## src/verilog/lsu_pkg.sv

```systemverilog
// Shared widths and types of the load/store unit.
// The scratchpad window is 4 KiB, addressed by word index and byte offset.
// Only 32-bit data is supported; there are no doubleword operations.

package lsu_pkg;

  // --------------------------------------------------
  // Widths
  // --------------------------------------------------
  localparam int unsigned DataWidth    = 32;
  localparam int unsigned AddrWidth    = 32;
  localparam int unsigned TransIdWidth = 3;
  localparam int unsigned BeWidth      = DataWidth / 8;
  localparam int unsigned IdxWidth     = 10;
  localparam int unsigned TagWidth     = 20;

  // --------------------------------------------------
  // Operations and exception causes
  // --------------------------------------------------
  typedef enum logic [2:0] {
    LB  = 3'd0,
    LBU = 3'd1,
    LH  = 3'd2,
    LHU = 3'd3,
    LW  = 3'd4,
    SB  = 3'd5,
    SH  = 3'd6,
    SW  = 3'd7
  } lsu_op_e;

  // RISC-V mcause codes for data accesses
  typedef enum logic [3:0] {
    LD_ADDR_MISALIGNED = 4'd4,
    LD_ACCESS_FAULT    = 4'd5,
    ST_ADDR_MISALIGNED = 4'd6,
    ST_ACCESS_FAULT    = 4'd7
  } ex_cause_e;

  // --------------------------------------------------
  // Address views
  // --------------------------------------------------
  // Region tag selects the window, word index selects the scratchpad row
  typedef struct packed {
    logic [TagWidth-1:0] region_tag;
    logic [IdxWidth-1:0] word_idx;
    logic [1:0]          byte_off;
  } lsu_addr_fields_t;

  typedef union packed {
    logic [AddrWidth-1:0] flat;
    lsu_addr_fields_t     fields;
  } lsu_addr_u;

endpackage

```

## src/verilog/lsu_agu_stage.sv

```systemverilog
// First stage: address generation and access checks.
// Accesses outside the BaseTag region fault; a fault overrides misalignment.
// Byte enables are formed even for faulting accesses but are never used then.

module lsu_agu_stage #(
  parameter logic [lsu_pkg::TagWidth-1:0] BaseTag = '0
) (
  input  logic                               clk_i,
  input  logic                               rst_ni,
  input  logic                               in_valid_i,
  output logic                               in_ready_o,
  input  lsu_pkg::lsu_op_e                   in_op_i,
  input  logic [lsu_pkg::DataWidth-1:0]      in_base_i,
  input  logic [lsu_pkg::DataWidth-1:0]      in_imm_i,
  input  logic [lsu_pkg::DataWidth-1:0]      in_wdata_i,
  input  logic [lsu_pkg::TransIdWidth-1:0]   in_trans_id_i,
  output logic                               out_valid_o,
  input  logic                               out_ready_i,
  output lsu_pkg::lsu_op_e                   out_op_o,
  output lsu_pkg::lsu_addr_u                 out_addr_o,
  output logic [lsu_pkg::BeWidth-1:0]        out_be_o,
  output logic [lsu_pkg::DataWidth-1:0]      out_wdata_o,
  output logic [lsu_pkg::TransIdWidth-1:0]   out_trans_id_o,
  output logic                               out_ex_valid_o,
  output lsu_pkg::ex_cause_e                 out_ex_cause_o
);
  import lsu_pkg::*;

  lsu_addr_u          addr;
  logic [BeWidth-1:0] be;
  logic               is_store;
  logic               misaligned;
  logic               fault;
  ex_cause_e          ex_cause;
  logic               accept;

  assign is_store = in_op_i inside {SB, SH, SW};

  // Address add, byte enables and alignment by access size
  always_comb begin
    addr.flat = AddrWidth'(in_base_i + in_imm_i);
    unique case (in_op_i)
      LB, LBU, SB: begin
        be         = BeWidth'(1) << addr.fields.byte_off;
        misaligned = 1'b0;
      end
      LH, LHU, SH: begin
        be         = BeWidth'(3) << addr.fields.byte_off;
        misaligned = addr.fields.byte_off[0];
      end
      default: begin
        be         = '1;
        misaligned = addr.fields.byte_off != 2'b00;
      end
    endcase
  end

  // Upper bits must hit the scratchpad region
  assign fault = addr.fields.region_tag != BaseTag;

  always_comb begin
    if (fault) begin
      ex_cause = is_store ? ST_ACCESS_FAULT : LD_ACCESS_FAULT;
    end else begin
      ex_cause = is_store ? ST_ADDR_MISALIGNED : LD_ADDR_MISALIGNED;
    end
  end

  // --------------------------------------------------
  // Stage register
  // --------------------------------------------------
  assign in_ready_o = !out_valid_o || out_ready_i;
  assign accept     = in_valid_i && in_ready_o;

  always_ff @(posedge clk_i or negedge rst_ni) begin
    if (!rst_ni) begin
      out_valid_o <= 1'b0;
    end else if (in_ready_o) begin
      out_valid_o <= in_valid_i;
    end
  end

  always_ff @(posedge clk_i) begin
    if (accept) begin
      out_op_o       <= in_op_i;
      out_addr_o     <= addr;
      out_be_o       <= be;
      out_wdata_o    <= in_wdata_i;
      out_trans_id_o <= in_trans_id_i;
      out_ex_valid_o <= fault || misaligned;
      out_ex_cause_o <= ex_cause;
    end
  end

endmodule

```

## config.mk

```make
export PLATFORM = sky130hd
export DESIGN_NAME = lsu_agu_stage
export DESIGN_NICKNAME = d
export VERILOG_FILES = /design/src/verilog/lsu_pkg.sv /design/src/verilog/lsu_agu_stage.sv
export SDC_FILE = /design/constraint.sdc
export NUM_CORES = 1
export LEC_CHECK = 0
export BUFFER_PORTS_ARGS = -buffer_cell sky130_fd_sc_hd__buf_2
export CORE_AREA = 4 4 103 105
export DETAILED_ROUTE_END_ITERATION = 7
export DIE_AREA = 0 0 107 109
export GPL_ROUTABILITY_DRIVEN = 0
export PLACE_DENSITY_LB_ADDON = 0.12
export RECOVER_POWER = 25
export REMOVE_ABC_BUFFERS = 1
export SYNTH_ARGS = -nofsm -noshare
export SYNTH_HDL_FRONTEND = slang
export SYNTH_SLANG_ARGS = --single-unit
```

## constraint.sdc

```tcl
create_clock -name clk_i -period 3.5 [get_ports clk_i]
set_clock_uncertainty 0.1 [all_clocks]
set_input_delay 0.7 -clock clk_i [delete_from_list [all_inputs] [get_ports clk_i]]
set_output_delay 0.7 -clock clk_i [all_outputs]
set_load 0.01 [all_outputs]
```

# Word level (Yosys, flattened, before mapping)
# Index checks and enable logic that the tools add are counted.
totals:
  reg_bits: 80
  romBits: 0
  elab_cells: 32
  output_inout_bits: 81
  in_bits: 106
  mem_bits_rw: 0
  n_memories: 0
  latchBits: 0
op_classes:
  bitwise_logic: 0
  shifts: 2
  n_eq_ne: 6
  n_mul: 0
  n_div: 0
  addsub: 1
  muxes: 5
  reduce_logical: 10
  order_cmp: 0
ops:
  columns: ["cell", "count"]
  rows:
  - ["32-bit adder", 1]
  - ["20-bit nonzero test", 1]
  - ["3-bit == test, second input constant", 3]
  - ["4-bit case mux with 2 select lines", 1]
  - ["3-bit by 2-bit == test with 1-bit output, second input constant", 2]
  - ["2-bit two-way mux", 3]
  - ["3-bit OR reduction", 2]
  - ["1-bit by 2-bit << shifter with 4-bit output, first input constant", 1]
  - ["2-bit by 2-bit << shifter with 4-bit output, first input constant", 1]
  - ["3-bit by 1-bit == test with 1-bit output, second input constant", 1]
  - ["3-bit logical NOT", 1]
  - ["3-bit nonzero test", 1]
  - ["1-bit logical OR", 2]
  - ["1-bit case mux with 2 select lines", 1]
  - ["2-bit nonzero test", 1]
  - ["1-bit logical AND", 1]
  - ["1-bit logical NOT", 1]

# Logic depth before layout (Yosys ltp)
# Gate-level depths: netlist of run 1.
logic_depth:
  depth_word: 4
  depth_mapped: 10
  depth_no_buf: 10

# Least setup slack after synthesis of run 1
# OpenSTA, ideal clock, no wires.
synth_timing:
  path_kind: "input -> register"
  startpoint: "input in_base_i[0] in the netlist's numbering"
  endpoint: "register out_ex_cause_o[0] (data pin)"
  setup_time_ns: 0.268
  slack_ns: 0.097
  required_ns: 3.132
  t_arrival_ns: 3.035
  path_buffers: 0
  cell_stages: 10
  path_cell_list: "ha_1 fa_1 a21o_1 a221oi_2 nor2_2 or3_1 a222oi_1 o2111a_1 and4_1 nand4b_1"
synth_between:
  elab_chain_len: 3
synth_rtl:
  columns: ["element", "line_no", "source"]
  rows:
  - ["start: declaration", "lsu_agu_stage.sv:13", "input logic [lsu_pkg::DataWidth-1:0] in_base_i,"]
  - ["32-bit adder", "lsu_agu_stage.sv:41", "addr.flat = AddrWidth'(in_base_i + in_imm_i);"]
  - ["20-bit nonzero test", "lsu_agu_stage.sv:59", "assign fault = addr.fields.region_tag != BaseTag;"]
  - ["named net fault", "lsu_agu_stage.sv:33", "logic fault;"]
  - ["2-bit two-way mux", "lsu_agu_stage.sv:62", "if (fault) begin"]
  - ["end signal: assignment", "lsu_agu_stage.sv:91", "out_ex_cause_o <= ex_cause;"]
  - ["end: declaration", "lsu_agu_stage.sv:25", "output lsu_pkg::ex_cause_e out_ex_cause_o"]
# The timed path passes the listed nets, and every way through them passes these cells.
# A chain may end at the register's enable or synchronous reset.

# Final worst setup path of run 1
layout_timing:
  startpoint: "input in_base_i[0] in the netlist's numbering"
  endpoint: "register out_ex_valid_o (data pin)"
layout_between:
  elab_chain_len: 4
  word_cells_on_any_way: 5
  cone_classes: "1 x add/sub; 1 x mux; 3 x reduce/logical"
layout_rtl:
  columns: ["element", "line_no", "source"]
  rows:
  - ["32-bit adder (*)", "lsu_agu_stage.sv:41", null]
  - ["2-bit nonzero test", "lsu_agu_stage.sv:53", "misaligned = addr.fields.byte_off != 2'b00;"]
  - ["1-bit case mux with 2 select lines", "lsu_agu_stage.sv:42", "unique case (in_op_i)"]
  - ["1-bit logical OR (*)", "lsu_agu_stage.sv:90", "out_ex_valid_o <= fault || misaligned;"]
  - ["end signal: assignment", "lsu_agu_stage.sv:90", null]
  - ["end: declaration", "lsu_agu_stage.sv:24", "output logic out_ex_valid_o,"]
# Every way passes the cells marked *; elsewhere a longest branch is shown, timed or not.

==> out/results.tsv, run 1 <==
metric	value	unit
clk_path_buf_depth	2	
ys_seq_area_share	49.8	%
combPwrFrac	28.8	%
drcViolationCount	0	
fin_ws	211	ps
routed_wl	12.5	mm
max-cap-violations	0	
yosys_most_used_dff	edfxtp_1	
fin_nets	764	
postCtsSetupBuffers	0	
r2r-start	out_valid_o	
grt_max_degree	78	
synth_edf_count	77	
total_power	2.41	mW
min-delay-start	in_wdata_i[2]	
cts_tree	built	
synth.distinct_cells	69	
crit_family	compound AO/OA/AOI/OAI gates	
power.density	401	nW/um2
startpoint	in_base_i[0]	
fin_crit_sh	94.0	%
swShare	30.8	%
hold_ws	414	ps
ys_ff_latch	78	
critPathKind	in2reg	
p_int	1.67	mW
yosysWarnings	0	
clkSlewWorstSetupHoldPaths	80	ps
setup_viol_count_final	0	
hp-class	in2reg	
period_needed	3290	ps
worstPathArrival	3280	ps
ctsHtreeMaxLevel	3	
postRouteAntennaNets	0	
syn_area_per_cell	11.2	um2
slew_headroom	35.8	%
start_util	48.7	%
cp_num_buf_inv	1	
dp_hpwl	10.2	mm
drive_gt1_share	35.3	%
grt_pass1_wl	19.0	mm
vias_per_cell	5.47	
die_h	109	um
critPathMaxFanout	4	
cts_hold_buf	1	
ioPinCount	187	
hold_viol_final	0	
postSynthCellCount	419	
core	9640	um2
root_buffer	clkbuf_8	
multi_input_area	2240	um2
row_count	36	
seq_area	2340	um2
drt_first_pass_iters	4	
p_seq_share	47.4	%
leakage	2.58	nW
clock-sinks	78	
dpl_worst_slack	-153	ps
slowest_stage	or4_1	
rsz0062_at_grt	no	
maxSlewViolCount	0	
synth_async_sr_flop_share	1.28	%
placed_cells	747	
worstPathCellList	buf_2 -> ha_1 -> fa_1 -> a21o_1 -> a221oi_2 -> nor2_2 -> o211ai_1 -> a21oi_1 -> or4_1 -> a21oi_1 -> nand4_1	
fillers	876	
gr-total-overflow	0	
required	3490	ps
tightestPinTransition	964	ps
clock_latency	350	ps
status	finished clean	
p_clk_share	23.8	%
vias	4176	
startpoint_type	primary input	
cts_resized	0	
switchingPower	0.744	mW
netlist_area	4700	um2
gr-usage-all-layers	20.8	%
vdd_drop_max	0.158	mV
post-route-util	62.5	%
die-area	11700	um2
syn2layout_area_growth	28.2	%
cts_inserted_buffers	9	
grt_pass1_vias	3930	
portBuffers	184	
wl_per_cell	16.4	um
max_stage_delay	500	ps
cpMostUsedCell	a21oi_1	
end_kind	register	
antennaDiodeCount	0	
antenna_found_initial	0	
die_x	107	um
stdcell_count	764	
fmax	304	MHz
drtIter0Drc	278	
[power by group through the flow]
stage | clock [mW] | sequential, mW | combinational, mW
floorplan | 0 | 1.21 | 0.382
global placement | 0 | 1.16 | 0.683
detailed placement | 0 | 1.17 | 0.694
CTS | 0.592 | 1.14 | 0.698
global route | 0.635 | 1.15 | 0.763
finish | 0.575 | 1.14 | 0.696
[stage by stage]
step,TNS [ps],area [um2]
2_1_floorplan,0,4620
3_3_place_gp,-226,5870
3_5_place_dp,-305,5870
4_1_cts,0,6050
5_1_grt,0,6020
6_report,0,6020
[area by class of cell]
class	count	area share, %
clock buffers	10	2.12
clock inverters	6	0.602
inverters	11	0.686
multi-input cells	319	37.2
flip-flops and latches	78	38.8
well taps	133	2.76
repair buffers	207	17.8
[cell usage after synthesis, drive strengths merged (5+ instances only)]
| cell type | n | area share [%] |
|---|---|---|
| a21o | 11 | 1.8 |
| a21oi | 39 | 4.4 |
| and2 | 16 | 2.2 |
| and3 | 8 | 1.3 |
| buf | 9 | 1.5 |
| edfxtp | 77 | 49 |
| ha | 31 | 8.3 |
| inv | 11 | 0.88 |
| nand2 | 37 | 3.0 |
| nand3 | 12 | 1.3 |
| nand4 | 9 | 1.5 |
| nor2 | 17 | 1.4 |
| nor3 | 9 | 1.1 |
| o211ai | 6 | 0.96 |
| o21a | 5 | 0.80 |
| o21ai | 33 | 3.6 |
| o21bai | 6 | 0.96 |
| or3 | 9 | 1.2 |
| xnor2 | 11 | 2.1 |
| xor2 | 5 | 0.93 |
[worst reg2reg max path: cells and delay by family (launching register included)]
family / cells / cell delay (ps)
AND/OR/NAND/NOR: 2 / 910
flip-flops: 1 / 380
[path summary, 6_finish.rpt]
kind	endpoint	slack [ps]	cells after the start
max	out_ex_valid_o	210	11
min	out_wdata_o[2]	410	1
max reg2reg	out_addr_o[15]	1720	2
min reg2reg	out_valid_o	440	2
max in group asynchronous	out_valid_o	2640	2
min in group asynchronous	out_valid_o	580	2
[cell usage in the layout, fill, tap and decap left out, types with 5 or more instances in the layout]
master      n
buf_4      21
xnor2_1    11
o21a_1      5
nand4_1     8
and3_1      6
nand2_1    37
o21bai_1    6
nor3_1      8
ha_1       31
a21o_1     11
o211ai_1    6
or3_1       8
o21ai_0    29
a21oi_1    36
nand3_1    12
nor2_1     16
xor2_1      5
and2_1     13
edfxtp_1   77
clkbuf_8    9
inv_1      11
clkbuf_1   19
buf_2     167
[logic make-up after synthesis]
logic type / Yosys count / synth area share, %
flip-flops: 78 / 49.8
other: 2 / 0.160
AO/OA/AOI/OAI: 132 / 19.6
adder cells (fa/ha/maj): 32 / 8.68
XOR/XNOR: 16 / 2.98
multiplexers: 2 / 0.426
AND/OR/NAND/NOR: 135 / 15.8
buffers and inverters: 22 / 2.53
[sequential cells by signal, indices dropped and copies added (netlist names)]
name / cells
out_trans_id_o: 3
out_ex_valid_o: 1
out_be_o: 4
out_ex_cause_o: 2
out_addr_o: 32
out_wdata_o: 32
out_valid_o: 1
out_op_o: 3
[routing by layer]
metal	up-vias	GRT usage, %	share of wire, %	wire, um
met3	12	5.15	8.4	1050
met4	0	7.21	1.5	182
met2	173	35.8	49	6170
met5	-	0	0	0
li1	2039	-	-	-
met1	1952	25.7	41	5150
Note: power is estimated with default switching activity, not from simulation.
==> run 2: changes to the inputs <==
Settings changed: CORE_AREA 4 4 103 105 to 4 4 144 77, DIE_AREA 0 0 107 109 to 0 0 148 81.
==> out/results.tsv, run 2 (same netlist as run 1, synthesis figures left out) <==
metric	value	unit
antenna_found_initial	0	
dp_hpwl	11.2	mm
vias_per_cell	5.47	
wl_per_cell	17.3	um
gr-total-overflow	0	
end_kind	register	
postCtsSetupBuffers	0	
clock-sinks	78	
routed_wl	13.4	mm
power.density	459	nW/um2
cts_hold_buf	0	
setup_viol_count_final	0	
clock_latency	320	ps
gr-usage-all-layers	21.8	%
rsz0062_at_grt	no	
fin_area	6240	um2
hp-class	in2async	
final_common_cell	buf_2	
portBuffers	184	
vias	4236	
ioPinCount	187	
fin_crit_sh	97.0	%
postRouteAntennaNets	0	
hold_viol_final	0	
start_util	47.5	%
startpoint_type	primary input	
clk_path_buf_depth	2	
drt_first_pass_iters	5	
hold_ws	31.3	ps
grt_pass1_wl	20.6	mm
syn2layout_area_growth	32.9	%
maxSlewViolCount	78	
required	3460	ps
root_buffer	clkbuf_16	
cts_inserted_buffers	9	
grt_max_degree	78	
r2r.worst_path.cells	3	
reg_top3	out_addr_o (32), out_wdata_o (32), out_be_o (4)	
drive_gt1_share	38.3	%
ctsHtreeMaxLevel	3	
critPathMaxFanout	4	
drcViolationCount	0	
grt_pass1_vias	3966	
die_x	148	um
cts_resized	0	
drtIter0Drc	362	
row_count	26	
fmax	294	MHz
vdd_drop_max	0.273	mV
violations	max-capacitance violations, max-slew violations	
core	9890	um2
max-cap-violations	1	
place_area	5930	um2
die_h	81	um
tightestPinTransition	1860	ps
clkSlewWorstSetupHoldPaths	60	ps
antennaDiodeCount	0	
period_needed	3400	ps
fin_nets	768	
status	finished with violations	
critPathKind	in2reg	
cts_tree	built	
slew_headroom	-24.3	%
leakage	2.71	nW
mostFrequentLayoutCells	buf_2 (180), edfxtp_1 (77), nand2_1 (37)	
die-area	12000	um2
worstPathArrival	3360	ps
[run 2: cell type report]
type                       count  area, um2
timing repair buffer         211       1120
inverter                      11       41.3
clock buffer                  10        229
multi-input combinational    319       2250
clock inverter                 6       92.6
tap                          140        175
sequential                    78       2340
fill                         884       3650
[run 2: per-layer routing]
layer,up-vias,part of all wire (%),GRT usage [%]
li1,2046,-,-
met1,1940,49,34.6
met2,240,39,30.4
met3,10,11,4.79
met4,0,0.64,3.87
met5,-,0,0
[run 2: final timing paths]
check	startpoint	end	slack (ps)
setup / recovery	in_base_i[0]	out_ex_cause_o[0]	100
hold / removal	rst_ni	out_valid_o	30
setup reg to reg	out_valid_o	out_addr_o[8]	950
hold reg to reg	out_valid_o	out_valid_o	480
max in group asynchronous	rst_ni	out_valid_o	3160
min in group clk_i	in_wdata_i[22]	out_wdata_o[22]	450
[run 2: critical path: stages]
cell	delay, ps
buf_2	100
ha_1	210
fa_1	400
a21o_1	230
a221oi_4	280
nor2_2	100
or3_1	390
a222oi_1	380
o2111a_1	260
and4_1	220
nand4b_1	100
[run 2: metrics by stage]
step	setup WS, ps	std cells	TNS (ps)	power [mW]	utilization (%)
after detailed placement	-267	759	-526	1.88	60.0
after global placement	-171	759	-335	1.87	60.0
after global routing	3.36	775	0	3.01	63.1
after CTS	65.2	775	0	2.88	63.2
final	104	775	0	2.86	63.1
after floorplan	97.1	408	0	1.59	-
[run 2: power breakdown]
group | internal [mW] | switching (mW) | total (mW) | leakage (nW)
logic | 0.302 | 0.429 | 0.731 | 1.82
clock network | 0.629 | 0.358 | 0.988 | 0.150
registers | 1.13 | 0.0153 | 1.15 | 0.739
total | 2.06 | 0.803 | 2.86 | 2.71
