===== src/verilog/lsu_pkg.sv =====
// Shared widths and types of the load/store unit.
// The scratchpad window is 4 KiB, addressed by word index and byte offset.
// Only 32-bit data is supported; there are no doubleword operations.

package lsu_pkg;

  // --------------------------------------------------
  // Widths
  // --------------------------------------------------
  localparam int unsigned DataWidth    = 32;
  localparam int unsigned AddrWidth    = 32;
  localparam int unsigned TransIdWidth = 3;
  localparam int unsigned BeWidth      = DataWidth / 8;
  localparam int unsigned IdxWidth     = 10;
  localparam int unsigned TagWidth     = 20;

  // --------------------------------------------------
  // Operations and exception causes
  // --------------------------------------------------
  typedef enum logic [2:0] {
    LB  = 3'd0,
    LBU = 3'd1,
    LH  = 3'd2,
    LHU = 3'd3,
    LW  = 3'd4,
    SB  = 3'd5,
    SH  = 3'd6,
    SW  = 3'd7
  } lsu_op_e;

  // RISC-V mcause codes for data accesses
  typedef enum logic [3:0] {
    LD_ADDR_MISALIGNED = 4'd4,
    LD_ACCESS_FAULT    = 4'd5,
    ST_ADDR_MISALIGNED = 4'd6,
    ST_ACCESS_FAULT    = 4'd7
  } ex_cause_e;

  // --------------------------------------------------
  // Address views
  // --------------------------------------------------
  // Region tag selects the window, word index selects the scratchpad row
  typedef struct packed {
    logic [TagWidth-1:0] region_tag;
    logic [IdxWidth-1:0] word_idx;
    logic [1:0]          byte_off;
  } lsu_addr_fields_t;

  typedef union packed {
    logic [AddrWidth-1:0] flat;
    lsu_addr_fields_t     fields;
  } lsu_addr_u;

endpackage


===== src/verilog/lsu_result_stage.sv =====
// Third stage: load alignment and the result register.
// Stores and any access with an exception return zero data.
// All result outputs are registered and hold while the consumer stalls.

module lsu_result_stage (
  input  logic                               clk_i,
  input  logic                               rst_ni,
  input  logic                               in_valid_i,
  output logic                               in_ready_o,
  input  lsu_pkg::lsu_op_e                   in_op_i,
  input  logic [1:0]                         in_byte_off_i,
  input  logic [lsu_pkg::DataWidth-1:0]      in_rdata_i,
  input  logic [lsu_pkg::TransIdWidth-1:0]   in_trans_id_i,
  input  logic                               in_ex_valid_i,
  input  lsu_pkg::ex_cause_e                 in_ex_cause_i,
  input  logic [lsu_pkg::AddrWidth-1:0]      in_ex_tval_i,
  output logic                               res_valid_o,
  input  logic                               out_ready_i,
  output logic [lsu_pkg::TransIdWidth-1:0]   res_trans_id_o,
  output logic [lsu_pkg::DataWidth-1:0]      res_rdata_o,
  output logic                               res_ex_valid_o,
  output lsu_pkg::ex_cause_e                 res_ex_cause_o,
  output logic [lsu_pkg::AddrWidth-1:0]      res_ex_tval_o
);
  import lsu_pkg::*;

  logic [7:0]           byte_sel;
  logic [15:0]          half_sel;
  logic [DataWidth-1:0] data_ext;
  logic                 accept;

  // Pick the lane, then extend by operation
  always_comb begin
    byte_sel = in_rdata_i[{in_byte_off_i, 3'b000} +: 8];
    half_sel = in_rdata_i[{in_byte_off_i[1], 4'b0000} +: 16];
    unique case (in_op_i)
      LB:      data_ext = {{(DataWidth - 8){byte_sel[7]}}, byte_sel};
      LBU:     data_ext = {{(DataWidth - 8){1'b0}}, byte_sel};
      LH:      data_ext = {{(DataWidth - 16){half_sel[15]}}, half_sel};
      LHU:     data_ext = {{(DataWidth - 16){1'b0}}, half_sel};
      LW:      data_ext = in_rdata_i;
      default: data_ext = '0;
    endcase
    if (in_ex_valid_i) begin
      data_ext = '0;
    end
  end

  // --------------------------------------------------
  // Result register
  // --------------------------------------------------
  assign in_ready_o = !res_valid_o || out_ready_i;
  assign accept     = in_valid_i && in_ready_o;

  always_ff @(posedge clk_i or negedge rst_ni) begin
    if (!rst_ni) begin
      res_valid_o <= 1'b0;
    end else if (in_ready_o) begin
      res_valid_o <= in_valid_i;
    end
  end

  always_ff @(posedge clk_i) begin
    if (accept) begin
      res_trans_id_o <= in_trans_id_i;
      res_rdata_o    <= data_ext;
      res_ex_valid_o <= in_ex_valid_i;
      res_ex_cause_o <= in_ex_cause_i;
      res_ex_tval_o  <= in_ex_tval_i;
    end
  end

endmodule


===== config.mk =====
export PLATFORM = sky130hd
export DESIGN_NAME = lsu_result_stage
export DESIGN_NICKNAME = d
export VERILOG_FILES = /design/src/verilog/lsu_pkg.sv /design/src/verilog/lsu_result_stage.sv
export SDC_FILE = /design/constraint.sdc
export NUM_CORES = 1
export LEC_CHECK = 0
export BUFFER_PORTS_ARGS = -buffer_cell sky130_fd_sc_hd__buf_2
export CAP_MARGIN = 5
export CORE_ASPECT_RATIO = 0.5
export CORE_MARGIN = 1.5
export CORE_UTILIZATION = 45
export DETAILED_ROUTE_END_ITERATION = 6
export GPL_TIMING_DRIVEN = 0
export PLACE_DENSITY = 0.8
export SLEW_MARGIN = 20
export SYNTH_ARGS = -nofsm -noshare
export SYNTH_HDL_FRONTEND = slang
export SYNTH_SLANG_ARGS = --single-unit

===== constraint.sdc =====
create_clock -name clk_i -period 3.2 [get_ports clk_i]
set_input_delay 0.48 -clock clk_i [delete_from_list [all_inputs] [get_ports clk_i]]
set_output_delay 0.48 -clock clk_i [all_outputs]
set_load 0.01 [all_outputs]

======== Word-level counts from Yosys, hierarchy flattened ========
Index checks and enable logic that the tools add are counted.
operators by class
  equal/unequal tests ..................... 4
  shift-type cells ........................ 2
  multiplexer cells ....................... 1
  reductions and logical operators ........ 4
operators by type and width
  kind                  count
  $pmux W32 S5          1
  $shiftx A32 B6 Y16    1
  $shiftx A32 B6 Y8     1
  $eq A3 B2 Y1 const B  2
  $eq A3 B1 Y1 const B  1
  $eq A3 B3 Y1 const B  1
  $logic_not A3 Y1      1
  $logic_and A1 B1 Y1   1
  $logic_not A1 Y1      1
  $logic_or A1 B1 Y1    1
storage, ports and cells
  register bits ........................... 73
  input bits .............................. 81
  output and inout bits ................... 74
  word-level logic and storage cells ...... 17

======== Depth between registers and ports, before layout ========
Gate-level depths: netlist of the first run.
  depth after elaboration ................. 3
  mapped depth ............................ 6
  depth with buffers taken out ............ 4

======== Least setup slack after synthesis of the first run ========
OpenSTA, ideal clock, no wires.
  kind .................................... input to register
  start ................................... in out_ready_i
  end ..................................... reg res_ex_cause_o[0] (enable)
  library setup time ...................... 0.438 ns
  arrival time ............................ 2.380 ns
  data required time ...................... 2.762 ns
  path slack .............................. 0.382 ns
  cell stages on the path ................. 2
  buffers on the path ..................... 0
  cell sequence ........................... nand2b_1 > and2_1
between the ends
  longest elaborated chain between the ends .. 2
RTL lines
  what                  RTL line                RTL
  start, declared       lsu_result_stage.sv:18  input logic out_ready_i,
  $logic_or A1 B1 Y1    lsu_result_stage.sv:52  assign in_ready_o = !res_valid_o || out_ready_i;
  $logic_and A1 B1 Y1   lsu_result_stage.sv:53  assign accept = in_valid_i && in_ready_o;
  net accept            lsu_result_stage.sv:30  logic accept;
  end signal, assigned  lsu_result_stage.sv:68  res_ex_cause_o <= in_ex_cause_i;
  end, declared         lsu_result_stage.sv:22  output lsu_pkg::ex_cause_e res_ex_cause_o,
The timed path passes the listed nets, and every way through them passes these cells.
A chain may end at the register's enable or synchronous reset.

======== Worst setup path in the final report of the first run ========
  start ................................... in in_byte_off_i[0]
  end ..................................... reg res_rdata_o[29] (netlist bit), data pin
between the ends
  longest elaborated chain between the ends .. 2
RTL lines
  what                  RTL line                RTL
  start, declared       lsu_result_stage.sv:11  input logic [1:0] in_byte_off_i,
  $shiftx A32 B6 Y8     lsu_result_stage.sv:34  byte_sel = in_rdata_i[{in_byte_off_i, 3'b000} +: 8];
  $pmux W32 S5          lsu_result_stage.sv:36  unique case (in_op_i)
  end signal, assigned  lsu_result_stage.sv:66  res_rdata_o <= data_ext;
  end, declared         lsu_result_stage.sv:20  output logic [lsu_pkg::DataWidth-1:0] res_rdata_o,
No other way between the ends.

==> metrics.log, run 1 <==
INFO  metric result_of_the_run = complete, no violations
INFO  metric clock_tree.root_cell = clkbuf_16
INFO  metric num_vias = 2,228
INFO  metric drcViolationCount = 0
INFO  metric finalPower = 2.23 mW
INFO  metric p_sw_frac = 0.220
INFO  metric slew_headroom = 0.593
INFO  metric hold_path.class = in2reg
INFO  metric drtIter0Drc = 162
INFO  metric ir_drop = between 0.0002 and 0.00025 V
INFO  metric max-cap-violations = 0
INFO  metric power_leakage = 1.74 nW
INFO  metric largest_cells_by_area_after_synthesis = edfxtp_1 (72%), mux2_2 (3.4%), a21oi_2 (2.9%), a21oi_1 (2.5%), a22oi_1 (2.2%)
INFO  metric syn2layout_area_growth = 39.0%
INFO  metric timing.setup.critical_path_class = in2reg
INFO  metric drt_pre_antenna_iters = 4
INFO  metric final_hold_viol_count = 0
INFO  metric antenna_found_initial = 0
INFO  metric internal_power = 1.74 mW
INFO  metric final_antenna_net_count = 0
INFO  metric global_route.usage.met2 = 0.365
INFO  metric placeableCoreArea = 0.00626 mm²
INFO  metric synthesis.yosys.warnings = 0
INFO  metric cts-resized-gates = 0
INFO  metric largest_net_degree_at_the_start_of_global_routing = 58
INFO  metric timing.fmax = 0.524 GHz
INFO  metric num_antenna_cells = 0
INFO  metric syn_avg_cell_area = 15.7 µm²
INFO  metric tritoncts_clock_tree = built
INFO  metric avgRoutedWirePerCell = 15.9 µm
INFO  metric postSynthNetCount = about 270
INFO  metric via_per_inst = 4.95
INFO  metric multi_input_comb_area = 757 µm²
INFO  metric n_fill_cell = approximately 480
INFO  metric global_route.overflow_total = 0
INFO  metric number_of_setup_violations_in_the_final_report = 0
INFO  metric final-seq-area = 0.00219 mm²
INFO  metric met1_usage = 0.244
INFO  metric unique_cell_type_count_in_the_yosys_netlist = 29
INFO  metric port_buffers = about 150
INFO  metric floorplan.die.height = 60.8 µm
INFO  metric category_of_the_worst_setup_path_launch_point = input port
INFO  metric grtUsageTotal = 0.202
INFO  metric first_global_vias = about 2,100
INFO  metric grt_pass1_wl = roughly 11,000 µm
INFO  metric syn-instance-count = 191
INFO  metric clk_pin_slew_worst_setup_hold_paths = about 50 ps
INFO  metric htreeDepth = 3
INFO  metric cts.sink_count = 73
INFO  metric floorplan.initialDensity = 0.480
INFO  metric power.share.sequential = 0.504
INFO  metric tightest_slew = 611 ps
INFO  metric synth_area = 0.00301 mm²
INFO  metric timing.critical_path.fanout_max = 10
INFO  metric ios = between 150 and 200
INFO  metric die_w = 119 µm
INFO  metric timing.final.crit_period = 1910 ps
INFO  metric postSynthRegisterBits = 73
INFO  metric total_switching_power = 491 µW
INFO  metric dieArea = 0.00721 mm²
INFO  metric placement_rows = 20
INFO  metric finClkSkew = 3.38 ps
INFO  metric netlist.top_cell.by_area = edfxtp_1
INFO  metric gp_congestion = 0.747
INFO  metric routed_wl = approximately 7100 µm
INFO  metric unrepaired_setup_endpoints_after_global_routing = no
INFO  metric globalRoute.busiestLayer = met2
INFO  metric post_dp_hpwl = between 5000 and 6000 µm
INFO  metric setup_slack = 1290 ps
INFO  metric layout-drive-gt1-share = 0.547
INFO  metric final_net_count = between 400 and 500
INFO  metric synth_top_area_frac = 0.719
INFO  metric synth-seq-area-share = 0.728
INFO  metric met3_usage = 0.0573
INFO  metric async_flop_share = 0.0137
INFO  metric worst_case_setup_slack_after_placement = 977 ps
INFO  metric period_share = 0.597
INFO  metric critical_path_required = 3240 ps
INFO  metric p_comb_frac = 0.119
INFO  metric synth_flop_cell = edfxtp_1
INFO  metric crit_arrival = 1950 ps
INFO  metric crit_end_category = register
INFO  metric cts_max_path_bufs = 2
INFO  metric insertion_delay = 320 ps
INFO  metric maxSlewViolCount = 0
INFO  metric synth_edf_count = 72
INFO  metric number_of_buffers_created_by_cts = 9
INFO  metric powerDensity = ~540 mW/mm²
INFO  metric power_frac_clock = 0.377
==> kinds of logic after synthesis <==
family | count (synthesis) | share of synthesized area
and+or+nand+nor | 44 | 0.0724
muxes | 16 | 0.0587
DFF | 73 | 0.728
AOI/OAI and AO/OA | 46 | 0.120
buffers and inverters | 12 | 0.0212
==> layout make-up <==
| class | instances | share of cell area |
|---|---|---|
| sequential | 73 | 0.524 |
| timing repair buffer | 155 | 0.192 |
| multi-input combinational | 106 | 0.181 |
| clock buffer | 11 | 0.0557 |
| tap | 88 | 0.0264 |
| buffer | 11 | 0.0144 |
| clock inverter | 5 | 0.00539 |
| inverter | 1 | 0.000899 |
==> through the flow <==
stage | instance area [µm²] | hold WS, ps | util | TNS [ps] | cells
final | 4180 | 335 | 0.668 | 0 | 450
after global routing | 4180 | 319 | 0.668 | 0 | 450
after CTS | 4180 | 327 | 0.668 | 0 | 450
after detailed placement | 3910 | 258 | 0.625 | 0 | 433
after global placement | 3880 | 255 | 0.620 | -4010 | 432
after floorplan | 3010 | 184 | - | 0 | 191
==> path summary, 6_finish.rpt <==
check	startpoint	endpoint	slack (ps)	cells past startpoint
worst min-delay path	in_ex_tval_i[11]	res_ex_tval_o[11]$_DFFE_PP_	330	1
max in group asynchronous	rst_ni	res_valid_o$_DFFE_PN0N_	2650	2
worst max-delay path	in_byte_off_i[0]	res_rdata_o[29]$_SDFFCE_PP0P_	1290	6
worst min register to register	res_valid_o$_DFFE_PN0N_	res_valid_o$_DFFE_PN0N_	530	2
min in group asynchronous	rst_ni	res_valid_o$_DFFE_PN0N_	470	2
worst max register to register	res_valid_o$_DFFE_PN0N_	res_ex_tval_o[27]$_DFFE_PP_	1770	3
==> cell usage after synthesis, types with 2 or more instances <==
master / number
clkbuf_1: 2
a221oi_1: 5
a21oi_1: 15
a22oi_1: 9
mux2i_1: 6
nor2b_1: 4
a21oi_2: 10
edfxtp_1: 72
buf_1: 2
nor2_1: 11
buf_2: 6
and2_1: 2
a222oi_1: 2
nand2b_1: 3
nand2_1: 16
mux2_2: 9
nor3_1: 5
==> critical path, stage by stage <==
cell	delay [ps]
buf_2	120
mux2_4	320
a32oi_4	400
a21boi_4	350
buf_8	200
a21oi_2	70
==> per-layer routing <==
metal	vias up	share of wire
met5	-	0
met4	0	0.0097
met3	7	0.058
met2	85	0.52
met1	1063	0.41
li1	1073	-
==> sequential cells by signal, indices dropped and copies added, names as in the netlist <==
| name | flops |
|---|---|
| res_trans_id_o | 3 |
| res_ex_valid_o | 1 |
| res_ex_cause_o | 4 |
| res_valid_o | 1 |
| res_ex_tval_o | 32 |
| res_rdata_o | 32 |
==> what timing repair did <==
action                                  4_1_cts  5_1_grt
buffers inserted                              0        0
endpoints found under the setup margin        0        0
endpoints found under the hold margin         1        0
hold buffers                                  1        0
==> power groups by stage <==
stage / logic [mW] / registers (mW) / clock network (mW)
4_1_cts: 0.267 / 1.13 / 0.854
5_1_grt: 0.289 / 1.13 / 0.894
6_report: 0.266 / 1.13 / 0.842
3_3_place_gp: 0.252 / 1.15 / 0
3_5_place_dp: 0.265 / 1.15 / 0
2_1_floorplan: 0.101 / 1.18 / 0
==> cell usage in the layout (no fill, tap or decap), types with 5 or more instances in the layout <==
| cell | count |
|---|---|
| a21oi_1 | 15 |
| a21oi_2 | 10 |
| a221oi_1 | 5 |
| a22oi_1 | 9 |
| buf_2 | 159 |
| clkbuf_16 | 9 |
| edfxtp_1 | 72 |
| mux2_2 | 9 |
| mux2i_1 | 6 |
| nand2_1 | 16 |
| nor2_1 | 11 |
| nor3_1 | 5 |
(Power assumes the default switching activity.)
==> inputs of run 2 (changes only) <==
--- a/config.mk
+++ b/config.mk
@@ -5,14 +5,15 @@
 export SDC_FILE = /design/constraint.sdc
 export NUM_CORES = 1
 export LEC_CHECK = 0
+export ABC_AREA = 1
 export BUFFER_PORTS_ARGS = -buffer_cell sky130_fd_sc_hd__buf_2
 export CAP_MARGIN = 5
 export CORE_ASPECT_RATIO = 0.5
 export CORE_MARGIN = 1.5
-export CORE_UTILIZATION = 45
+export CORE_UTILIZATION = 42
 export DETAILED_ROUTE_END_ITERATION = 6
 export GPL_TIMING_DRIVEN = 0
-export PLACE_DENSITY = 0.8
+export PLACE_DENSITY = 0.77
 export SLEW_MARGIN = 20
 export SYNTH_ARGS = -nofsm -noshare
 export SYNTH_HDL_FRONTEND = slang
==> constraint.sdc (replaced) <==
create_clock -name clk_i -period 1.6 [get_ports clk_i]
set_input_delay 0.24 -clock clk_i [delete_from_list [all_inputs] [get_ports clk_i]]
set_output_delay 0.24 -clock clk_i [all_outputs]
set_load 0.01 [all_outputs]
==> metrics.log, run 2 <==
INFO  metric largest_cells_by_area_after_synthesis = edfxtp_1 (68%), nand2_1 (6.7%), inv_1 (5.5%), nor2_1 (4.0%), a21oi_1 (3.0%)
INFO  metric floorplan.die.height = 64.7 µm
INFO  metric routed_wl = between 7000 and 8000 µm
INFO  metric rrSetupSlack = 270 ps
INFO  metric syn-instance-count = 288
INFO  metric most_numerous_cell_types_in_the_synthesized_netlist = edfxtp_1 (72), nand2_1 (57), inv_1 (47), nor2_1 (34), a21oi_1 (19)
INFO  metric synthesis.yosys.warnings = 0
INFO  metric timing.fmax = 0.753 GHz
INFO  metric regs_by_ff_count = res_ex_tval_o (32), res_rdata_o (32), res_ex_cause_o (4)
INFO  metric unique_cell_type_count_in_the_yosys_netlist = 21
INFO  metric clock_tree.root_cell = clkbuf_16
INFO  metric crit_arrival = about 1400 ps
INFO  metric n_fill_cell = 612
INFO  metric syn_avg_cell_area = 11.1 µm²
INFO  metric timing.final.crit_period = 1330 ps
INFO  metric final-seq-area = 0.00219 mm²
INFO  metric drtIter0Drc = roughly 230
INFO  metric cts.sink_count = 73
INFO  metric global_route.overflow_total = 0
INFO  metric layout-drive-gt1-share = 0.415
INFO  metric unrepaired_setup_endpoints_after_global_routing = no
INFO  metric via_per_inst = 4.76
INFO  metric port_buffers = between 150 and 200
INFO  metric first_global_vias = 2,441
INFO  metric post_dp_hpwl = 5910 µm
INFO  metric final_net_count = around 540
INFO  metric r2r_cells = 3
INFO  metric synth_area = 0.00320 mm²
INFO  metric synth-seq-area-share = 0.683
INFO  metric maxSlewViolCount = 0
INFO  metric placement_rows = 22
INFO  metric layout.cells.most_common_list = buf_2 (156), edfxtp_1 (72), nand2_1 (57), inv_1 (47), nor2_1 (34)
INFO  metric async_flop_share = 0.0137
INFO  metric result_of_the_run = complete, no violations
INFO  metric floorplan.initialDensity = 0.435
INFO  metric period_share = 0.830
INFO  metric drcViolationCount = 0
INFO  metric clk_pin_slew_worst_setup_hold_paths = approximately 50 ps
INFO  metric largest_net_degree_at_the_start_of_global_routing = 26
INFO  metric tritoncts_clock_tree = built
INFO  metric num_vias = roughly 2,700
INFO  metric ios = between 150 and 200
INFO  metric synth_edf_count = 72
INFO  metric worst_r2r_startpoint = res_valid_o$_DFFE_PN0N_
INFO  metric category_of_the_worst_setup_path_launch_point = register
INFO  metric tightest_slew = 613 ps
INFO  metric avgRoutedWirePerCell = 13.8 µm
INFO  metric num_antenna_cells = 0
INFO  metric final.hold.worst_slack = 81.6 ps
INFO  metric number_of_setup_violations_in_the_final_report = 0
INFO  metric placeableCoreArea = 0.00735 mm²
INFO  metric hold_path.class = in2reg
INFO  metric crit_end_category = register
INFO  metric placed_cell_area = about 0.0042 mm²
INFO  metric cts-resized-gates = 0
INFO  metric dieArea = 0.00818 mm²
INFO  metric finClkSkew = 6.02 ps
INFO  metric ir_drop = 0.000655 V
INFO  metric synth_top_area_frac = 0.676
INFO  metric final_core_utilization = 0.608
INFO  metric startpoint = res_valid_o$_DFFE_PN0N_
INFO  metric grt_pass1_wl = 11,900 µm
INFO  metric critical_path_required = about 1600 ps
INFO  metric postSynthRegisterBits = 73
INFO  metric htreeDepth = 3
INFO  metric syn2layout_area_growth = 39.7%
INFO  metric final_design_area_no_fill = ~0.0045 mm²
INFO  metric synth_flop_cell = edfxtp_1
INFO  metric insertion_delay = roughly 330 ps
INFO  metric max-cap-violations = 0
INFO  metric die_w = ~130 µm
INFO  metric grtUsageTotal = 0.193
INFO  metric cts_max_path_bufs = 2
INFO  metric final_hold_viol_count = 0
INFO  metric netlist.top_cell.by_area = edfxtp_1
INFO  metric multi_input_comb_area = 766 µm²
INFO  metric synth_most_common_cell = edfxtp_1
INFO  metric slew_headroom = 0.591
INFO  metric gp_congestion = 0.851
INFO  metric antenna_found_initial = 0
INFO  metric final_antenna_net_count = 0
INFO  metric timing.setup.critical_path_class = reg2reg
INFO  metric powerDensity = around 1100 mW/mm²
INFO  metric postSynthNetCount = 369
INFO  metric worst_hold_startpoint = in_ex_tval_i[29]
INFO  metric power_leakage = 2.10 nW
INFO  metric timing.critical_path.fanout_max = 25
INFO  metric number_of_buffers_created_by_cts = 9
INFO  metric drt_pre_antenna_iters = 5
INFO  metric worst_hold_path_cell_count = 1
INFO  metric layout.cells.most_common = buf_2
[run 2: stage by stage]
step                setup WS (ps)  total power, mW  instances  TNS (ps)
finish                        271             4.73        559         0
global route                  221             4.91        559         0
CTS                           272             4.77        559         0
detailed placement          -42.3             2.86        540     -1020
global placement             -871             2.82        537    -62310
floorplan                    -485             2.58        288    -34920
[run 2: cells by family after synthesis]
logic type | share of synthesized area
and+or+nand+nor | 0.147
DFF | 0.683
buffers and inverters | 0.0809
AOI/OAI and AO/OA | 0.0887
[run 2: worst paths after layout]
check,to
worst max-delay path,res_rdata_o[17]$_SDFFCE_PP0P_
worst min-delay path,res_ex_tval_o[29]$_DFFE_PP_
worst max register to register,res_rdata_o[17]$_SDFFCE_PP0P_
worst min register to register,res_valid_o$_DFFE_PN0N_
max in group asynchronous,res_valid_o$_DFFE_PN0N_
min in group asynchronous,res_valid_o$_DFFE_PN0N_
[run 2: per-layer routing]
layer	wire (µm)	part of all wire	track usage
met5	0	0	0
met4	124	0.016	0.0718
met3	388	0.050	0.0429
met2	3950	0.51	0.333
met1	3280	0.42	0.241
[run 2: final cells by class]
cell class,instances,share of cell area
tap,96,0.0269
inverter,48,0.0403
clock buffer,15,0.0554
clock inverter,1,0.00672
timing repair buffer,159,0.193
multi-input combinational,155,0.171
sequential,73,0.489
buffer,12,0.0176
[run 2: report_power, final]
group	total (mW)	switching (mW)	internal, mW
sequential	2.26	0.0256	2.23
clock	1.89	0.684	1.21
combinational	0.573	0.334	0.239
[run 2: timing repair]
item / 4_1_cts / 5_1_grt
buffers inserted: 2 / 0
hold buffers: 1 / 0
hold endpoints to repair: 1 / 0
setup endpoints to repair: 25 / 0
[run 2: critical path: stages, from the launching register on]
cell and delay (ps):
dfrtp_2 430, a21oi_4 210, buf_16 200, buf_16 190
==> inputs of run 3 (changes only) <==
--- a/config.mk
+++ b/config.mk
@@ -5,15 +5,15 @@
 export SDC_FILE = /design/constraint.sdc
 export NUM_CORES = 1
 export LEC_CHECK = 0
-export ABC_AREA = 1
+export ABC_AREA = 0
 export BUFFER_PORTS_ARGS = -buffer_cell sky130_fd_sc_hd__buf_2
 export CAP_MARGIN = 5
 export CORE_ASPECT_RATIO = 0.5
 export CORE_MARGIN = 1.5
-export CORE_UTILIZATION = 42
+export CORE_UTILIZATION = 41
 export DETAILED_ROUTE_END_ITERATION = 6
 export GPL_TIMING_DRIVEN = 0
-export PLACE_DENSITY = 0.77
+export PLACE_DENSITY = 0.76
 export SLEW_MARGIN = 20
 export SYNTH_ARGS = -nofsm -noshare
 export SYNTH_HDL_FRONTEND = slang
==> constraint.sdc (replaced) <==
create_clock -name clk_i -period 1.1 [get_ports clk_i]
set_input_delay 0.165 -clock clk_i [delete_from_list [all_inputs] [get_ports clk_i]]
set_output_delay 0.165 -clock clk_i [all_outputs]
set_load 0.01 [all_outputs]
==> metrics.log, run 3 (synthesized netlist as in run 1, its figures left out) <==
INFO  metric grtUsageTotal = 0.224
INFO  metric finClkSkew = 4.56 ps
INFO  metric result_of_the_run = finished with violations
INFO  metric setup_total_negative_slack = -5500 ps
INFO  metric multi_input_comb_area = 0.00103 mm²
INFO  metric max-cap-violations = 0
INFO  metric slew_headroom = 0.755
INFO  metric worst_r2r_startpoint = res_valid_o$_DFFE_PN0N_
INFO  metric timing.final.crit_period = between 1000 and 1500 ps
INFO  metric antenna_found_initial = 0
INFO  metric largest_net_degree_at_the_start_of_global_routing = 14
INFO  metric port_buffers = 153
INFO  metric tritoncts_clock_tree = built
INFO  metric n_fill_cell = 488
INFO  metric met1_usage = 0.256
INFO  metric via_per_inst = 5.26
INFO  metric crit_arrival = 1310 ps
INFO  metric final-seq-area = approximately 0.0022 mm²
INFO  metric first_global_vias = 2,550
INFO  metric syn2layout_area_growth = 56.1%
INFO  metric clock_tree.root_cell = clkbuf_16
INFO  metric final_hold_viol_count = 0
INFO  metric setup_slack = -153 ps
INFO  metric worst_hold_path_cell_count = 1
INFO  metric finalPower = 7.51 mW
INFO  metric maxSlewViolCount = 0
INFO  metric layout.cells.most_common = buf_2
INFO  metric power_leakage = 2.00 nW
INFO  metric crit-reg2reg-capture = res_ex_cause_o[1]$_DFFE_PP_
INFO  metric timing.fmax = 0.798 GHz
INFO  metric powerDensity = 1600 mW/mm²
INFO  metric final_core_utilization = 0.682
INFO  metric drt_pre_antenna_iters = 4
INFO  metric globalRoute.busiestLayer = met2
INFO  metric die_w = 124 µm
INFO  metric post_dp_hpwl = 5580 µm
INFO  metric number_of_setup_violations_in_the_final_report = 60
INFO  metric timing.setup.critical_path_class = in2reg
INFO  metric layout.cells.most_common_list = buf_2 (151), edfxtp_1 (72), and2_4 (17), nand2_1 (16), a21oi_2 (13)
INFO  metric timing.critical_path.fanout_max = 5
INFO  metric met3_usage = 0.0616
INFO  metric category_of_the_worst_setup_path_launch_point = input port
INFO  metric cts.sink_count = 73
INFO  metric dieArea = approximately 0.0079 mm²
INFO  metric avgRoutedWirePerCell = approximately 19 µm
INFO  metric gp_congestion = roughly 0.84
INFO  metric placeableCoreArea = about 0.0069 mm²
INFO  metric cts_max_path_bufs = 2
INFO  metric ir_drop = approximately 0.0009 V
INFO  metric final_net_count = 462
INFO  metric global_route.overflow_total = 0
INFO  metric drtIter0Drc = 198
INFO  metric clk_pin_slew_worst_setup_hold_paths = 50 ps
INFO  metric crit_end_category = register
INFO  metric num_vias = about 2,500
INFO  metric grt_pass1_wl = 12,900 µm
INFO  metric ios = 155
INFO  metric rrSetupSlack = -110 ps
INFO  metric placement_rows = 21
INFO  metric floorplan.initialDensity = 0.437
INFO  metric period_share = 1.14
INFO  metric min_to = res_ex_tval_o[8]$_DFFE_PP_
INFO  metric htreeDepth = 3
INFO  metric global_route.usage.met2 = 0.410
INFO  metric tightest_slew = 367 ps
INFO  metric final_antenna_net_count = 0
INFO  metric routed_wl = 8930 µm
INFO  metric num_antenna_cells = 0
INFO  metric number_of_buffers_created_by_cts = 9
INFO  metric insertion_delay = 320 ps
INFO  metric floorplan.die.height = 63.5 µm
INFO  metric critical_path_required = 1160 ps
INFO  metric drcViolationCount = 0
INFO  metric violated_checks = setup timing
INFO  metric r2r_cells = 3
INFO  metric layout-drive-gt1-share = 0.630
INFO  metric regs_by_ff_count = res_ex_tval_o (32), res_rdata_o (32), res_ex_cause_o (4)
INFO  metric hold_path.class = in2reg
INFO  metric unrepaired_setup_endpoints_after_global_routing = yes
INFO  metric worst_hold_startpoint = in_ex_tval_i[8]
-- run 3: changes by cell type in the layout (fill, tap and decap cells not counted), sizes merged, moves of 11 or more --
cell / change
inv: -47
nand3: -11
nand2: -42
nor2: -25
and2: +17
o21ai: -14
-- run 3: final cells by class --
type,instances,share of cell area
multi-input cells,122,0.219
inverters,1,0.000800
clock buffers,9,0.0480
clock inverters,7,0.0232
well taps,92,0.0245
repair buffers,163,0.195
flip-flops and latches,73,0.466
plain buffers,11,0.0237
-- run 3: worst max-delay path, cell delays in order --
cell	delay [ps]
buf_8	100
mux2_4	310
a32oi_4	190
a21boi_4	300
buf_8	170
a21oi_2	70
-- run 3: worst max-delay path by stage --
stage,start,end
after global routing,in_byte_off_i[0],res_rdata_o[31]$_SDFFCE_PP0P_
after floorplan,res_valid_o$_DFFE_PN0N_,res_ex_cause_o[0]$_DFFE_PP_
after detailed placement,in_byte_off_i[0],res_rdata_o[29]$_SDFFCE_PP0P_
final,in_byte_off_i[0],res_rdata_o[29]$_SDFFCE_PP0P_
after global placement,in_byte_off_i[0],res_rdata_o[29]$_SDFFCE_PP0P_
after CTS,in_byte_off_i[0],res_rdata_o[29]$_SDFFCE_PP0P_
-- run 3: routing by layer --
layer | up-vias | routed length, µm
li1 | 1141 | -
met1 | 1226 | 3470
met2 | 129 | 4710
met3 | 20 | 570
met4 | 0 | 186
met5 | - | 0
-- run 3: stage by stage --
step,instance area (µm²),cells,setup WS (ps),hold WS (ps)
5_1_grt,4690,478,-168,2.05
6_report,4690,478,-153,17.3
4_1_cts,4560,470,-163,10.7
3_3_place_gp,4020,436,-726,-60.2
3_5_place_dp,4020,436,-776,-58.4
2_1_floorplan,3140,191,-467,-131
-- run 3: timing repair --
action,4_1_cts,5_1_grt
pin swaps,7,7
setup endpoints to repair,89,93
hold endpoints to repair,1,0
gates resized for setup,24,20
buffers inserted,6,2
gates cloned,11,6
hold buffers,1,0
-- run 3: power by group --
part	switching [mW]	leakage, nW	total (mW)	internal (mW)
Combinational	0.536	1.13	1.02	0.481
Clock	1.03	0.158	3.22	2.19
Sequential	0.0396	0.711	3.28	3.24
Total	1.60	2.00	7.51	5.91
